===== src/rtl/core_region_params.svh =====
// widths, memory depths and address map of the core region
// memory depths are word-address widths; byte address bits 1:0 are ignored
`ifndef CORE_REGION_PARAMS_SVH
`define CORE_REGION_PARAMS_SVH

// bus widths
`define CR_ADDR_W 32
`define CR_DATA_W 32
`define CR_BE_W   4

// local RAM sizes in word-address bits
`define CR_IMEM_AW 10
`define CR_DMEM_AW 10

// load/store page decode
// page field is addr[31:20], local data page is 0x001
`define CR_PAGE_LSB   20
`define CR_LOCAL_PAGE 12'h001

`endif


===== src/rtl/core_region_pkg.sv =====
// request types and state encodings shared by the core region RTL
// widths follow core_region_params.svh
`default_nettype none

`include "core_region_params.svh"

package core_region_pkg;

  // core-style request fields, 69 bits
  typedef struct packed {
    logic [`CR_ADDR_W-1:0] addr;
    logic                  we;
    logic [`CR_BE_W-1:0]   be;
    logic [`CR_DATA_W-1:0] wdata;
  } mem_req_t;

  // which local RAM an external slave request goes to
  typedef enum logic {
    TGT_INSTR = 1'b0,
    TGT_DATA  = 1'b1
  } target_e;

  // external slave request, 70 bits
  typedef struct packed {
    target_e  target;
    mem_req_t req;
  } slv_req_t;

  // origin of the next load/store response
  typedef enum logic {
    RESP_RAM = 1'b0,
    RESP_EXT = 1'b1
  } resp_src_e;

  // bus bridge FSM
  typedef enum logic {
    BR_IDLE = 1'b0,
    BR_WAIT = 1'b1
  } bridge_state_e;

endpackage

`default_nettype wire


===== src/rtl/lsu_demux.sv =====
// splits load/store requests between the local data page and the bus bridge
// response source is tracked per accepted request; no latency added
`default_nettype none
`timescale 1ns/1ps

`include "core_region_params.svh"

module lsu_demux (
  input  wire logic                      clk,
  input  wire logic                      rst_n,
  input  wire logic                      lsu_req_i,
  input  wire core_region_pkg::mem_req_t lsu_req_data_i,
  output logic                           lsu_gnt_o,
  output logic                           lsu_rvalid_o,
  output logic      [`CR_DATA_W-1:0]     lsu_rdata_o,
  output logic                           loc_req_o,
  input  wire logic                      loc_gnt_i,
  input  wire logic                      loc_rvalid_i,
  input  wire logic [`CR_DATA_W-1:0]     loc_rdata_i,
  output logic                           ext_req_o,
  input  wire logic                      ext_gnt_i,
  input  wire logic                      ext_rvalid_i,
  input  wire logic [`CR_DATA_W-1:0]     ext_rdata_i
);

  import core_region_pkg::*;

  logic      is_local;
  resp_src_e src_q;

  // page decode on addr[31:20]
  assign is_local  = (lsu_req_data_i.addr[`CR_ADDR_W-1:`CR_PAGE_LSB] == `CR_LOCAL_PAGE);
  assign loc_req_o = lsu_req_i & is_local;
  assign ext_req_o = lsu_req_i & ~is_local;
  assign lsu_gnt_o = (loc_req_o & loc_gnt_i) | (ext_req_o & ext_gnt_i);

  // remember where the accepted request went
  always_ff @(posedge clk, negedge rst_n)
  begin
    if (!rst_n)
      src_q <= RESP_RAM;
    else if (lsu_gnt_o)
      src_q <= is_local ? RESP_RAM : RESP_EXT;
  end

  //////////////////////////////////////////////////////////////////////////////
  // response routing
  //////////////////////////////////////////////////////////////////////////////

  assign lsu_rvalid_o = loc_rvalid_i | ext_rvalid_i;
  assign lsu_rdata_o  = (src_q == RESP_EXT) ? ext_rdata_i : loc_rdata_i;

  // the two sides never answer in the same cycle
  a_one_rsp : assert property (@(posedge clk) disable iff (!rst_n)
    !(loc_rvalid_i && ext_rvalid_i));

endmodule

`default_nettype wire


===== config.mk =====
export PLATFORM = sky130hd
export DESIGN_NAME = lsu_demux
export DESIGN_NICKNAME = d
export VERILOG_FILES = /design/src/rtl/core_region_pkg.sv /design/src/rtl/lsu_demux.sv
export VERILOG_INCLUDE_DIRS = /design/src /design/src/rtl
export SDC_FILE = /design/constraint.sdc
export NUM_CORES = 1
export LEC_CHECK = 0
export BUFFER_PORTS_ARGS = -buffer_cell sky130_fd_sc_hd__buf_2
export CORE_AREA = 5 5 65 67
export DETAILED_ROUTE_END_ITERATION = 8
export DIE_AREA = 0 0 70 72
export PLACE_DENSITY = 0.8
export SYNTH_ARGS = -nofsm -noshare
export SYNTH_HDL_FRONTEND = slang
export SYNTH_SLANG_ARGS = --single-unit

===== constraint.sdc =====
create_clock -name clk -period 1.67 [get_ports clk]
set_input_delay 0 -clock clk [delete_from_list [all_inputs] [get_ports clk]]
set_output_delay 0 -clock clk [all_outputs]
set_load 0.01 [all_outputs]

* After elaboration in Yosys (flattened, before gate mapping) *
Index checks and enable logic that the tools add are counted.
W data, S select, Z words.

cells by class
  bitwise operators = 7
  eq/ne operators = 1
  mux-type cells = 2

operators with widths
  kind                   number
  $mux W32               1
  $eq A12 B1 Y1 const B  1
  $and A1 B1 Y1          4
  $or A1 B1 Y1           2
  $mux W1                1
  $not A1 Y1             1

word-level totals
  word-level logic and storage cells = 11
  input bits = 140
  register bits after elaboration = 1

* Longest topological paths before layout *
  word-level depth = 5
  gate-level depth with buffers = 4

* Least setup slack after synthesis *
Ideal clock, no wire load.

  path type = reg2out
  from = register src_q
  to = output lsu_rdata_o[0]
  stages on the path, launching flop included = 4
  slack = 0.702 ns
  arrival time = 0.968 ns
  path buffers = 2
  cell sequence = dfrtp_1 buf_2 buf_4 mux2_2

on the way
  longest elaborated chain between the ends = 1

ends and longest elaborated chain
  what                      RTL line         source
  start: declaration        lsu_demux.sv:29  resp_src_e src_q;
  start signal: assignment  lsu_demux.sv:43  src_q <= is_local ? RESP_RAM : RESP_EXT;
  $mux W32                  lsu_demux.sv:51  assign lsu_rdata_o = (src_q == RESP_EXT) ? ext_rdata_i : loc_rdata_i;
  end: declaration          lsu_demux.sv:15  output logic [`CR_DATA_W-1:0] lsu_rdata_o,

Every way passes these cells.

* Final worst setup path *
  from = register src_q
  to = output lsu_rdata_o[2]

Same word-level chain as after synthesis.

==> reports/results.tsv <==
metric	value	unit
outcome	complete, no violations	
Post-DP Area	1150	sq um
detail-routed via count per cell	3.99	
post-synth top area cell	mux2_2	
Clock Skew	0	ns
postcts setup bufs	0	
die width	70	um
xor/xnor share of the synthesized area	0	%
Final Wtd Congestion	0.732	
register area share after synthesis	4.87	%
hold_buf cts	1	
adder-cell share of the synthesized area	0	%
unrepaired setup endpoints after global routing	no	
peak supply drop	0.0741	mV
commonest cells after routing, fill and taps aside	buf_2 (118), mux2_2 (32), nor4_2 (2), nand2_1 (2), buf_4 (2)	
worst setup path endpoint	lsu_rdata_o[2]	
number of global-route vias before repair	883	
violation count after the first detailed-routing iteration	5	
Syn Area/Cell	10.3	sq um
final worst-path cycle share	69.2	%
Crit. End Element	output port	
n_diodes	0	
post-synth net total	190	
Util after Layout	32.5	%
post-CTS sizing	0	
fin. max-slew vios	0	
worst reg-to-reg setup slack	0.54	ns
Post-Layout Cell Count	215	
final hold viol count	0	
final net count	309	
Site Rows	22	
R2R Path Start	src_q	
worst skew pair latency	0	ns
total gr overflow	0	
FF-to-FF End	src_q	
DRC	0	
Starting Density	14.4	%
final setup violating endpoints	0	
Power Density	199	nW/um^2
Via Count	857	
Die Span Y	72	um
MaxCap Viol Count	0	
final worst slack	0.515	ns
Setup TNS Final	0	ns
crit-path max FO	26	
Synth Area in Simple Gates	14.4	%
Tmin final	1.16	ns
main combinational cell family by area after synthesis	multiplexers	
ratio of cells with drive above 1 in the final layout	93.4	%
max reg flops	1	
first-pass GRT wire length	3.60	mm
critical path type	flip-flop to output port	
largest net degree at the start of global routing	27	
drt wl/cell	11.1	um
top post-synthesis cells by area	mux2_2 (70%), dfrtp_1 (4.9%), nor4_2 (4.9%)	
worst setup path startpoint	src_q	
Reg clk slew, reported paths	0	ns
Detailed Routing Iterations Pass 1	4	
Leakage	0.665	nW
Mapped Area	514	sq um
largest register by flop count	src_q	
Post-Syn Instances	50	
synth warn	0	
Compound-Gate Fraction of Synth Area	2.68	%
most common cell after layout, fill and taps aside	buf_2	
final instance area	1160	sq um
DPL Wire Length	2.24	mm
Filler cells	391	
# IOs	176	
worst slew pin tran	0.308	ns
CP required	1.67	ns
Netlist cell types	15	
Synth-to-Final Area Change	126	%
Critical Path Source Type	flip-flop	
crit path DAT	1.16	ns
# port buffers	118	
GRT Overall Usage	8.16	%
placed insts	214	
sequential standard cell area	25.0	sq um
total wire length	2.39	mm
FF+latch count, synth	1	
Place WS	0.490	ns
antenna viol nets, final	0	
Top Registers	src_q x1	
initial antenna violation count	0	
die area	5040	sq um
Max-slew headroom	79.4	%
R2R cell count	4	
core footprint	3580	sq um
worst hold path class	input port to output port	
fmax	866	MHz
mux share of post-synthesis cell area	72.0	%
Multi-input gate area	458	sq um
Synth top area share	70.1	%
[cell type report]
| type | count | area share, % |
|---|---|---|
| Tap cell | 48 | 5.17 |
| Multi-Input combinational cell | 44 | 39.4 |
| Sequential cell | 1 | 2.15 |
| Timing Repair Buffer | 121 | 53.0 |
| Inverter | 1 | 0.323 |
[synthesized netlist by cell type]
library cell  instances
mux2_2               32
buf_4                 3
nand2_1               2
nor4_2                2
a21oi_1               1
a2bb2oi_1             1
and2_1                1
and4_1                1
buf_2                 1
dfrtp_1               1
inv_1                 1
mux2i_1               1
nand3_1               1
nor4b_2               1
or2_2                 1
[routing by layer]
| metal | vias to the layer above | global-route usage, % | share of wire, % |
|---|---|---|---|
| li1 | 424 | - | - |
| met1 | 364 | 9.07 | 35 |
| met2 | 69 | 15.6 | 49 |
| met3 | 0 | 3.19 | 16 |
| met4 | 0 | 0 | 0 |
| met5 | - | 0 | 0 |
[critical path: stages, from the launching register on]
cell	delay [ns]
dfrtp_1	0.32
buf_4	0.31
mux2_2	0.38
buf_2	0.14
[worst min path at each step]
stage,from,end,slack [ns],cells after the start
3_5_place_dp,rst_n,src_q,-0.22,1
6_report,loc_rvalid_i,lsu_rvalid_o,0.27,3
4_1_cts,loc_rvalid_i,lsu_rvalid_o,0.27,3
5_1_grt,ext_rvalid_i,lsu_rvalid_o,0.29,3
3_3_place_gp,rst_n,src_q,-0.22,1
2_1_floorplan,rst_n,src_q,-0.30,0
[per-stage QoR]
stage	power, mW	hold slack (ns)
after global placement	0.227	-0.224
after floorplan	0.0968	-0.296
final	0.231	0.269
after CTS	0.235	0.268
after detailed placement	0.232	-0.222
after global routing	0.254	0.285
[cell families after synthesis]
logic type / count (synthesis)
muxes: 33
and+or+nand+nor: 9
buffers and inverters: 5
AOI/OAI and AO/OA: 2
DFF: 1
[power by group]
| part | total [mW] | leakage [nW] | switching [mW] | internal (mW) |
|---|---|---|---|---|
| sequential | 0.0247 | 0.00875 | 0.00000475 | 0.0247 |
| clock | 0 | 0 | 0 | 0 |
| combinational | 0.207 | 0.656 | 0.0767 | 0.130 |
| total | 0.231 | 0.665 | 0.0767 | 0.155 |
Power figures use the tool's default switching activity.
